<file path="config.mk">
export PLATFORM = sky130hd
export DESIGN_NAME = apb_loader
export DESIGN_NICKNAME = d
export VERILOG_FILES = /design/src/cpu_pkg.sv /design/src/apb_loader.sv
export SDC_FILE = /design/constraint.sdc
export NUM_CORES = 1
export LEC_CHECK = 0
export BUFFER_PORTS_ARGS = -buffer_cell sky130_fd_sc_hd__buf_2
export CELL_PAD_IN_SITES_DETAIL_PLACEMENT = 0
export CELL_PAD_IN_SITES_GLOBAL_PLACEMENT = 1
export CORE_UTILIZATION = 12
export DETAILED_ROUTE_END_ITERATION = 8
export PLACE_DENSITY = 0.89
export SYNTH_ARGS = -nofsm -noshare
export SYNTH_HDL_FRONTEND = slang
export SYNTH_SLANG_ARGS = --single-unit
</file>
<file path="constraint.sdc">
create_clock -name clock -period 1.34 [get_ports clock]
set_input_delay 0 -clock clock [delete_from_list [all_inputs] [get_ports clock]]
set_output_delay 0 -clock clock [all_outputs]
set_load 0.02 [all_outputs]
</file>
<file path="src/cpu_pkg.sv">
`default_nettype none

package cpu_pkg;

	typedef logic [31:0] word_t;
	typedef logic [4:0]  reg_idx_t;
	typedef logic [7:0]  imem_idx_t;
	typedef logic [5:0]  opcode_t;
	typedef logic [5:0]  funct_t;
	typedef logic [11:0] apb_addr_t;

	localparam int IMEM_DEPTH = 256;
	localparam int NUM_REGS   = 32;

	localparam imem_idx_t START_INDEX = 8'd0;
	localparam word_t     START_PC    = 32'h8002_0000; // Byte address of word 0
	localparam apb_addr_t CTRL_ADDR   = 12'h400;

	// Major opcodes
	localparam opcode_t OP_RTYPE = 6'b000000;
	localparam opcode_t OP_ADDI  = 6'b001000;
	localparam opcode_t OP_ADDIU = 6'b001001;
	localparam opcode_t OP_SLTI  = 6'b001010;
	localparam opcode_t OP_ORI   = 6'b001101;
	localparam opcode_t OP_XORI  = 6'b001110;
	localparam opcode_t OP_LUI   = 6'b001111;

	// R-type function codes
	localparam funct_t FN_SLL  = 6'b000000;
	localparam funct_t FN_SRL  = 6'b000010;
	localparam funct_t FN_SRA  = 6'b000011;
	localparam funct_t FN_ADD  = 6'b100000;
	localparam funct_t FN_ADDU = 6'b100001;
	localparam funct_t FN_SUB  = 6'b100010;
	localparam funct_t FN_SUBU = 6'b100011;
	localparam funct_t FN_AND  = 6'b100100;
	localparam funct_t FN_OR   = 6'b100101;
	localparam funct_t FN_XOR  = 6'b100110;
	localparam funct_t FN_NOR  = 6'b100111;
	localparam funct_t FN_SLT  = 6'b101010;
	localparam funct_t FN_SLTU = 6'b101011;

	typedef enum logic [3:0] {
		ALU_ADD,
		ALU_SUB,
		ALU_AND,
		ALU_OR,
		ALU_XOR,
		ALU_NOR,
		ALU_SLT,
		ALU_SLTU,
		ALU_SLL,
		ALU_SRL,
		ALU_SRA,
		ALU_LUI,
		ALU_NONE // Dropped or unknown, no write-back
	} alu_op_t;

	typedef enum logic {
		IDLE,
		RUN
	} run_state_t;

endpackage

`default_nettype wire

</file>
<file path="src/apb_loader.sv">
`timescale 1ns/1ps
`default_nettype none

module apb_loader (
	input  wire                 clock,
	input  wire                 rst,
	input  wire                 psel,
	input  wire                 penable,
	input  wire                 pwrite,
	input  wire cpu_pkg::apb_addr_t paddr,
	input  wire cpu_pkg::word_t pwdata,
	input  wire                 busy,
	input  wire cpu_pkg::word_t imem_rdata,
	output cpu_pkg::word_t      prdata,
	output logic                pready,
	output logic                pslverr,
	output logic                imem_we,
	output cpu_pkg::imem_idx_t  imem_waddr,
	output cpu_pkg::word_t      imem_wdata,
	output logic                start,
	output cpu_pkg::imem_idx_t  run_count
);

	logic setup_phase;
	logic access_phase;
	logic in_mem;
	logic is_ctrl;
	logic err_q;

	assign setup_phase  = psel & ~penable;
	assign access_phase = psel & penable;
	assign in_mem       = paddr < cpu_pkg::CTRL_ADDR;
	assign is_ctrl      = paddr == cpu_pkg::CTRL_ADDR;

	// Error decided in the setup cycle, reported and applied in the access cycle
	always_ff @(posedge clock) begin
		if (rst) begin
			err_q <= 1'b0;
		end else if (setup_phase) begin
			err_q <= ~(in_mem | is_ctrl) | (pwrite & busy);
		end
	end

	assign pready  = 1'b1;
	assign pslverr = access_phase & err_q;

	assign imem_we    = access_phase & pwrite & in_mem & ~err_q;
	assign imem_waddr = paddr[9:2]; // Also the readback address
	assign imem_wdata = pwdata;

	assign start     = access_phase & pwrite & is_ctrl & ~err_q;
	assign run_count = pwdata[7:0];

	always_comb begin
		if (is_ctrl) begin
			prdata = {31'b0, busy};
		end else if (in_mem) begin
			prdata = imem_rdata;
		end else begin
			prdata = '0;
		end
	end

endmodule

`default_nettype wire

</file>
# Yosys cells after proc, flatten, opt, wreduce, memory -nomap -nowiden

Cells that the tools add are included.

Flip-flop bits (word level): 1
Input bits: 82
Output and inout port bits: 84
Word-level logic and storage cells: 19

Magnitude comparators: 1
Eq/ne operators: 1
Multiplexer cells: 2
Bitwise gates (word level): 14

Operator list:

| kind                                                                            | number |
|---|---|
| 32-bit 2-to-1 mux                                                               | 2 |
| 12-bit by 11-bit equality test with 1-bit output (second input constant)        | 1 |
| 12-bit by 11-bit less-than comparator with 1-bit output (second input constant) | 1 |
| 1-bit AND                                                                       | 9 |
| 1-bit NOT                                                                       | 3 |
| 1-bit OR                                                                        | 2 |

# Depth between registers and ports, before layout

Gate-level depths: netlist of the first run.

Depth in word-level cells: 4
Mapped depth: 4
Mapped depth without buffers: 3

# Least setup slack after synthesis of the first run

Ideal clock, no wire load.

Kind: input to output
Start: input paddr[11]
End: output prdata[0]
Arrival time: 1.304 ns
Required time: 1.340 ns
Path slack: 0.036 ns
Stages: 3
Cell sequence: or4_4 or3_4 o31ai_2

Cells in the longest elaborated chain, start to end: 3
Elaborated cells between the ends (all ways): 4
Classes of those cells: 1 x order compare; 1 x eq/ne; 2 x mux

Ends and longest elaborated chain:

| element                                                 | line             | text |
|---|---|---|
| start: declaration                                      | apb_loader.sv:10 | `input wire cpu_pkg::apb_addr_t paddr,` |
| 12-bit by 11-bit less-than comparator with 1-bit output | apb_loader.sv:32 | `assign in_mem = paddr < cpu_pkg::CTRL_ADDR;` |
| 32-bit 2-to-1 mux                                       | apb_loader.sv:57 | `end else if (in_mem) begin` |
| 32-bit 2-to-1 mux (*)                                   | apb_loader.sv:55 | `if (is_ctrl) begin` |
| end: declaration                                        | apb_loader.sv:14 | `output cpu_pkg::word_t prdata,` |

Every way passes the cells marked *; elsewhere a longest branch is shown, timed or not.

# Worst setup path after layout of the first run

Start: input paddr[1]
End: output start

Cells in the longest elaborated chain, start to end: 3

Ends and longest elaborated chain:

| element                                          | line             | text |
|---|---|---|
| 12-bit by 11-bit equality test with 1-bit output | apb_loader.sv:33 | `assign is_ctrl = paddr == cpu_pkg::CTRL_ADDR;` |
| 1-bit AND (2 in series)                          | apb_loader.sv:51 | `assign start = access_phase & pwrite & is_ctrl & ~err_q;` |
| end: declaration                                 | apb_loader.sv:20 | `output logic start,` |

Every way passes these cells.

==> results by group, run 1 <==
Floorplanning
  – Starting Density: 0.128
  – Die Y: 79.7 um
  – Die Wd: about 80 um
  – IO Pins: 166
  – Die ar.: approximately 6400 um^2
  – CORE AREA: 5680 um^2
  – Rows: 27

Job
  – Count of max-cap constraint violations: 0

Run status
  – Status: finished with violations
  – Failing checks: negative setup slack

Route
  – Vias per cell: 3.35
  – Drt pass-1 iters: 2
  – Starting DRC count in detailed routing: 3
  – Routed via count: between 700 and 800
  – Final WL: 2.06 mm
  – Detail Route Antenna Nets: 0
  – DR DRC count: 0
  – Routed length per instance: around 9.5 um

Place
  – Post-DP Area: 923 um^2
  – Port buffer count: 92
  – Final Wtd Congestion: 0.669

Critical path
  – Startpoint types: input port
  – Crit end category: output port
  – Critical path class: input port to output port
  – Max FO, Critical Path: 2
  – Crit path required time: between 1 and 1.5 ns
  – WP data arrival: between 1 and 1.5 ns

Layout
  – Layout cells sized above 1: 0.683
  – Final #Nets: 229
  – Area grow syn2layout: 33.0%
  – Register name with the most flops: err_q
  – Final core utilization: 0.170
  – Antenna Cells: 0
  – Final Cell Area: 963 um^2
  – Top Registers: err_q (1)
  – Largest register FFs: 1

Global routing
  – First-pass GRT wire length: 2.58 mm
  – Grt ovf: 0
  – Largest net degree at the start of global routing: 33
  – Vias in the first global route: around 560
  – Tot GR Track Use: 0.0516
  – Initial antenna violation count: 0

STA
  – Final hold violation count: 0
  – PnR worst setup slack: -0.0336 ns
  – Slew Limit Fails: 0
  – Tcrit/Tclk final: 1.03
  – RSZ-0062 raised after global routing: yes
  – Worst hold margin: 0.00000754 ns
  – Final setup viols: 2
  – Minimum clock period: 1.37 ns
  – Clk_skew: 0 ns
  – Max Freq: 728 MHz

Power and ir drop
  – Power per cell area: 309 nW/um^2
  – Static Leak: 0.577 nW
  – Maximum vdd ir drop: 0.000136 V

Clock tree
  – Worst-Skew Late Latency: 0 ns
  – Hold-fix buffers, CTS: 0
  – Postcts setup bufs: 0

Synthesis
  – Simple-gate share of the synthesized area: 0.380
  – Synth Area in Compound Gates: 0.0484
  – Post-Synth Adder-Cell Area: 0
  – Yosys reg bits: 1
  – Syn. warnings: 0
  – Xor/xnor share of the synthesized area: 0
  – Avg Cell Area, Syn: 7.03 um^2
  – Syn Std Cell Area: 724 um^2
  – Syn nets: 185
  – Register area share after synthesis: 0.0276
  – Synth unique cells: 20
  – Mux cell area share after synthesis: 0
  – Post-synthesis cell count: 103
  – Largest family of logic cells by synthesized area: buffers and inverters

Hold path
  – HP Class: input port to output port
logic make-up after synthesis:
kind of cell	after synthesis
other	1
buffers and inverters	55
AND/OR/NAND/NOR	42
flip-flops	1
AO/OA/AOI/OAI	4
metrics by stage:
stage | setup TNS (ns) | setup slack (ns) | power (mW) | instances
after floorplan | 0 | 0.0361 | 0.350 | 103
after global placement | -0.127 | -0.0638 | 0.290 | 217
after detailed placement | -0.162 | -0.0923 | 0.294 | 217
after CTS | -0.0530 | -0.0530 | 0.298 | 217
after global routing | -0.127 | -0.0706 | 0.319 | 217
final | -0.0665 | -0.0336 | 0.298 | 217
cell type report:
cell class	count	area (um^2)
Tap cell	72	90.1
Fill cell	662	4710
Timing Repair Buffer	94	513
Multi-Input combinational cell	47	329
Inverter	3	11.3
Sequential cell	1	20.0
critical path, cell delays in order:
cell    delay (ns)
buf_6         0.09
or4_4         0.52
or3_4         0.43
nor3_4        0.19
buf_6         0.14
path summary, 6_finish.rpt:
check,from,endpoint,slack [ns],cells after the start
worst max-delay path,paddr[1],start,-0.03,5
worst min-delay path,pwdata[19],imem_wdata[19],0.000008,0
worst max register to register,err_q,err_q,0.66,2
worst min register to register,err_q,err_q,0.48,2
power by group:
part	switching (mW)	internal, mW	total [mW]
sequential	0.000701	0.0325	0.0332
clock	0	0	0
combinational	0.141	0.123	0.265
total	0.142	0.156	0.298
placed cells by master (no fill, tap or decap), types with 2 or more instances in the layout:
master and count:
inv_1 3, or4_4 2, buf_6 4, buf_2 88, and2_1 31
layer usage:
metal  global-route usage  share of wire
met3               0.0137           0.12
met5                    0              0
met2                0.103           0.50
met1               0.0534           0.37
met4              0.00909         0.0029
repair_timing:
action / CTS / global route
cloned: 0 / 0
gates resized for setup: 5 / 3
pin swaps: 3 / 2
endpoints found under the setup margin: 2 / 2
cells in the mapped netlist:
library cell,count,area [um^2]
buf_4,49,368
and2_1,31,194
clkbuf_1,3,11.3
inv_1,3,11.3
or4_4,2,22.5
a21oi_1,1,5.00
a221oi_1,1,8.76
and3_1,1,6.26
conb_1,1,3.75
dfxtp_1,1,20.0
nand2_1,1,3.75
nand2b_1,1,6.26
nand4_1,1,6.26
nor2_1,1,3.75
nor3_1,1,5.00
nor3_2,1,10.0
o31ai_2,1,12.5
o32ai_1,1,8.76
or3_1,1,6.26
or3_4,1,11.3
Note: power is estimated with default switching activity, not from simulation.
==> run 2, diff against run 1 <==
--- a/config.mk
+++ b/config.mk
@@ -8,9 +8,10 @@
 export BUFFER_PORTS_ARGS = -buffer_cell sky130_fd_sc_hd__buf_2
 export CELL_PAD_IN_SITES_DETAIL_PLACEMENT = 0
 export CELL_PAD_IN_SITES_GLOBAL_PLACEMENT = 1
-export CORE_UTILIZATION = 12
+export CORE_MARGIN = 3
+export CORE_UTILIZATION = 11
 export DETAILED_ROUTE_END_ITERATION = 8
-export PLACE_DENSITY = 0.89
+export PLACE_DENSITY = 0.86
 export SYNTH_ARGS = -nofsm -noshare
 export SYNTH_HDL_FRONTEND = slang
 export SYNTH_SLANG_ARGS = --single-unit
==> constraint.sdc (replaced) <==
create_clock -name clock -period 1.2 [get_ports clock]
set_input_delay 0 -clock clock [delete_from_list [all_inputs] [get_ports clock]]
set_output_delay 0 -clock clock [all_outputs]
set_load 0.005 [all_outputs]
==> run 2 against run 1 <==
Effect of this change:
- the flow still finishes with violations (negative setup slack)
- design area fell by 2.7%
- via count rose by 1.7%
- clock skew did not move
- global-route usage fell by 0.27 points
- sequential share of layout area rose by 0.058 points
- power fell by 15%
- utilization fell by 1.7 points
- combinational power fell by 18%
- die area rose by 20%
- critical path type unchanged
- largest power group unchanged
==> results by group, run 2 (synthesis gave the netlist of run 1 again) <==
Hold path
  – Hold_sp: pwdata[20]
  – HP Class: input port to output port

Critical path
  – Critical path class: input port to output port
  – Max FO, Critical Path: 2
  – Critical path, cell by cell: buf_6 > or4_4 > or3_4 > o31ai_2 > buf_2
  – Crit path required time: 1.20 ns
  – Worst flop-to-flop path startpoint: err_q
  – Worst Path Buf+Inv: 2
  – Crit end category: output port
  – Max incr delay on CP: approximately 0.53 ns
  – Startpoint types: input port
  – Worst setup path startpoint: paddr[11]
  – WP data arrival: 1.34 ns
  – Critical path's top delay family: simple AND/OR/NAND/NOR gates
  – CP max stage cell: or4_4

Route
  – Drt pass-1 iters: 2
  – DR DRC count: 0
  – Routed length per instance: 9.74 um
  – Routed via count: 738
  – Starting DRC count in detailed routing: 3
  – Vias per cell: 3.34
  – Final WL: 2.15 mm
  – Detail Route Antenna Nets: 0

STA
  – Slew Limit Fails: 0
  – Final hold violation count: 0
  – Max Freq: 747 MHz
  – Clk_skew: 0 ns
  – RSZ-0062 raised after global routing: yes
  – PnR worst setup slack: -0.140 ns
  – Final setup viols: 3
  – Tcrit/Tclk final: 1.12
  – Minimum clock period: roughly 1.3 ns
  – Setup TNS: -0.267 ns

Layout
  – Final #Nets: 230
  – Leading cell types in the layout, fill and taps excluded: buf_2, and2_1, inv_1, buf_4
  – Largest register FFs: 1
  – Antenna Cells: 0
  – Top Registers: err_q (1)
  – Commonest non-fill, non-tap cell in the layout: buf_2
  – Layout cells sized above 1: 0.692
  – Area grow syn2layout: 29.4%
  – Register name with the most flops: err_q
  – Number of fill cells in the layout: 701

Place
  – Place WS: -0.155 ns
  – Port buffer count: 92
  – Hpwl dp: 1.98 mm
  – Final Wtd Congestion: 0.714

Global routing
  – First-pass GRT wire length: 3.16 mm
  – Largest net degree at the start of global routing: 23
  – Vias in the first global route: 725
  – Tot GR Track Use: 0.0490
  – Grt ovf: 0
  – Initial antenna violation count: 0

Power and ir drop
  – Static Leak: 0.568 nW
  – Maximum vdd ir drop: 0.0000652 V
  – Pwr Total: around 250 uW
  – Power per cell area: approximately 270 nW/um^2

Floorplanning
  – Die Wd: between 80 and 90 um
  – Starting Density: 0.118
  – IO Pins: 166
  – Die ar.: 7600 um^2
  – Rows: 28
  – Die Y: 87.2 um
  – CORE AREA: 6130 um^2

Run status
  – Status: finished with violations
  – Failing checks: negative setup slack

Clock tree
  – Worst-Skew Late Latency: 0 ns

Job
  – Count of max-cap constraint violations: 0
==> run 2: repair_timing <==
| action | 4_1_cts | 5_1_grt |
|---|---|---|
| hold buffers | 0 | 0 |
| pin swaps | 2 | 2 |
| resized for setup | 1 | 1 |
| setup endpoints to repair | 3 | 3 |
| setup buffers | 0 | 0 |
==> run 2: path summary, 6_finish.rpt <==
| kind | cells after the start | endpoint | slack, ns |
|---|---|---|---|
| min reg2reg | 2 | err_q | 0.47 |
| max | 5 | prdata[0] | -0.14 |
| min | 0 | imem_wdata[20] | 0.000002 |
| max reg2reg | 2 | err_q | 0.52 |
==> run 2: power breakdown <==
part / total [mW] / internal, mW / leakage (nW) / switching [mW]
Sequential: 0.0371 / 0.0363 / 0.00828 / 0.000803
Clock: 0 / 0 / 0 / 0
Combinational: 0.217 / 0.132 / 0.560 / 0.0853
==> run 2: metal layers <==
layer,vias up,part of all wire,global-route usage,wire length [um]
li1,361,-,-,-
met1,301,0.32,0.0488,692
met2,74,0.50,0.0973,1080
met3,2,0.17,0.0170,369
met4,0,0.0042,0.00837,9
met5,-,0,0,0
==> run 2: per-stage QoR <==
stage          cells  cell area, um^2  hold slack [ns]  utilization
5_1_grt          221              937       0.00000820        0.153
3_3_place_gp     221              925        0.0000346        0.151
2_1_floorplan    103              724           0.0342            -
6_report         221              937       0.00000226        0.153
4_1_cts          221              931        0.0000346        0.152
3_5_place_dp     221              925        0.0000346        0.151
==> run 2: layout make-up <==
class	count	area [um^2]	area share
timing repair buffer	95	495	0.529
multi-input combinational	47	317	0.338
tap	75	93.8	0.100
sequential	1	20.0	0.0214
inverter	3	11.3	0.0120
==> run 3, diff against run 2 <==
--- a/config.mk
+++ b/config.mk
@@ -5,13 +5,15 @@
 export SDC_FILE = /design/constraint.sdc
 export NUM_CORES = 1
 export LEC_CHECK = 0
+export ABC_AREA = 1
 export BUFFER_PORTS_ARGS = -buffer_cell sky130_fd_sc_hd__buf_2
 export CELL_PAD_IN_SITES_DETAIL_PLACEMENT = 0
 export CELL_PAD_IN_SITES_GLOBAL_PLACEMENT = 1
 export CORE_MARGIN = 3
 export CORE_UTILIZATION = 11
+export CTS_CLUSTER_SIZE = 25
 export DETAILED_ROUTE_END_ITERATION = 8
-export PLACE_DENSITY = 0.86
+export PLACE_DENSITY = 0.83
 export SYNTH_ARGS = -nofsm -noshare
 export SYNTH_HDL_FRONTEND = slang
 export SYNTH_SLANG_ARGS = --single-unit
==> run 3 against run 2 <==
Effect of this change:
- the run now ends clean
- register-to-register slack better by 0.06 ns
- fmax increased by 52%
- first-iteration DRC count increased to 5.3 times the previous value
- sequential share of layout area down 0.098 points
- largest cell class unchanged
==> results by group, run 3 <==
Clock tree
  – Worst-Skew Late Latency: 0 ns
  – Clock transition at the registers of the reported paths: 0 ns
  – Postcts setup bufs: 0
  – Post_cts resized: 0
  – Hold-fix buffers, CTS: 0

Synthesis
  – Synth unique cells: 16
  – Yosys reg bits: 1
  – FFs w/ async S/R, synth: 0
  – Synth top cells by count: buf_4, nor2_1, inv_1
  – Avg Cell Area, Syn: 5.43 um^2
  – Syn nets: 230
  – Count leader, synth: buf_4
  – Synth top area share: 0.458
  – Ys flop type: dfxtp_1
  – Post-synthesis cell count: 148
  – Syn Std Cell Area: 803 um^2
  – Syn. warnings: 0
  – Top cells by area, synth: buf_4, nor2_1, inv_1
  – EDFF count, synth: 0
  – Register area share after synthesis: 0.0249
  – Post-synth top area cell: buf_4

Floorplanning
  – Die Y: 91.5 um
  – Starting Density: 0.116
  – Die Wd: about 91 um
  – Die ar.: 8360 um^2
  – Rows: 30
  – IO Pins: approximately 170
  – CORE AREA: 6940 um^2

Place
  – Hpwl dp: a little under 2 mm
  – Port buffer count: 92
  – Final Wtd Congestion: 0.647

Critical path
  – Startpoint types: input port
  – Max incr delay on CP: 0.40 ns
  – Max FO, Critical Path: 33
  – Critical path class: input port to flop
  – Critical path, cell by cell: buf_2 > nor2_1 > inv_2 > nand2_1 > a21oi_1
  – WP data arrival: 0.80 ns
  – Crit path required time: 1.12 ns
  – CP max stage cell: inv_2
  – Crit end category: flop

Power and ir drop
  – Pwr Total: 265 uW
  – Power per cell area: around 270 nW/um^2
  – Static Leak: 0.716 nW
  – Maximum vdd ir drop: around 0.000071 V

Layout
  – Register name with the most flops: err_q
  – Layout cells sized above 1: 0.500
  – Commonest non-fill, non-tap cell in the layout: buf_2
  – Area grow syn2layout: 22.3%
  – Number of fill cells in the layout: just over 800
  – Leading cell types in the layout, fill and taps excluded: buf_2, nor2_1, inv_1, nand2_1, nand4_1
  – Antenna Cells: 0
  – Final core utilization: 0.141
  – Final #Nets: 272
  – Top Registers: err_q (1)
  – Storage element area: 20.0 um^2
  – Area of the multi-input gates: 250 um^2
  – Largest register FFs: 1

Route
  – Vias per cell: 2.91
  – DR DRC count: 0
  – Final WL: 2.22 mm
  – Routed length per instance: about 8 um
  – Routed via count: 827
  – Drt pass-1 iters: 4
  – Detail Route Antenna Nets: 0
  – Starting DRC count in detailed routing: 16

Global routing
  – First-pass GRT wire length: 3.22 mm
  – Grt ovf: 0
  – Largest net degree at the start of global routing: 34
  – Tot GR Track Use: 0.0443
  – Initial antenna violation count: 0
  – Vias in the first global route: 702

Job
  – Count of max-cap constraint violations: 0

STA
  – Minimum clock period: 0.880 ns
  – Tcrit/Tclk final: 0.733
  – Clk_skew: 0 ns
  – Slew Limit Fails: 0
  – Setup TNS: 0 ns
  – RSZ-0062 raised after global routing: no
  – Worst Max-Slew Pin Slew: 0.537 ns
  – Final hold violation count: 0
  – Max Freq: between 1000 and 1500 MHz
  – Final setup viols: 0
  – Relative slew slack: 0.642

Run status
  – Status: finished, final reports clean

Hold path
  – HP Class: input port to output port
run 3: worst paths after layout:
kind                   start        endpoint  slack (ns)  cells after the start
setup / recovery   paddr[11]           err_q        0.32                      5
hold / removal    pwdata[10]  imem_wdata[10]    0.000002                      0
setup reg to reg       err_q           err_q        0.58                      2
hold reg to reg        err_q           err_q        0.54                      2
run 3: layout make-up:
cell class,count,area share
multi-input combinational,60,0.255
sequential,1,0.0204
tap,96,0.122
timing repair buffer,92,0.469
inverter,35,0.134
run 3: power breakdown:
| part | switching [mW] | internal (mW) | total, mW |
|---|---|---|---|
| clock network | 0 | 0 | 0 |
| registers | 0.00161 | 0.0363 | 0.0379 |
| logic | 0.109 | 0.118 | 0.227 |
run 3: per-layer routing:
| metal | track usage | wire (um) | up-vias |
|---|---|---|---|
| li1 | - | - | 447 |
| met1 | 0.0513 | 854 | 334 |
| met2 | 0.0840 | 1120 | 42 |
| met3 | 0.00746 | 222 | 4 |
| met4 | 0.00879 | 21 | 0 |
| met5 | 0 | 0 | - |
run 3: logic make-up after synthesis:
kind of cell / count (synthesis) / share of synthesized area
AND/OR/NAND/NOR: 56 / 0.282
AO/OA/AOI/OAI: 3 / 0.0249
flip-flops: 1 / 0.0249
other: 1 / 0.00467
buffers and inverters: 87 / 0.664
run 3: worst max-delay path: cells and delay by family:
kind | cells | cell delay, ns
AO/OA/AOI/OAI | 1 | 0.15
AND/OR/NAND/NOR | 2 | 0.18
buffers and inverters | 2 | 0.48
run 3: stage by stage:
| stage | hold WS, ns | area (um^2) | cells | worst slack, ns |
|---|---|---|---|---|
| floorplan | 0.0707 | 803 | 148 | 0.580 |
| global placement | 0.0000346 | 982 | 284 | 0.319 |
| detailed placement | 0.0000346 | 982 | 284 | 0.282 |
| CTS | 0.0000346 | 982 | 284 | 0.281 |
| global route | 0.00000797 | 982 | 284 | 0.170 |
| finish | 0.00000166 | 982 | 284 | 0.320 |
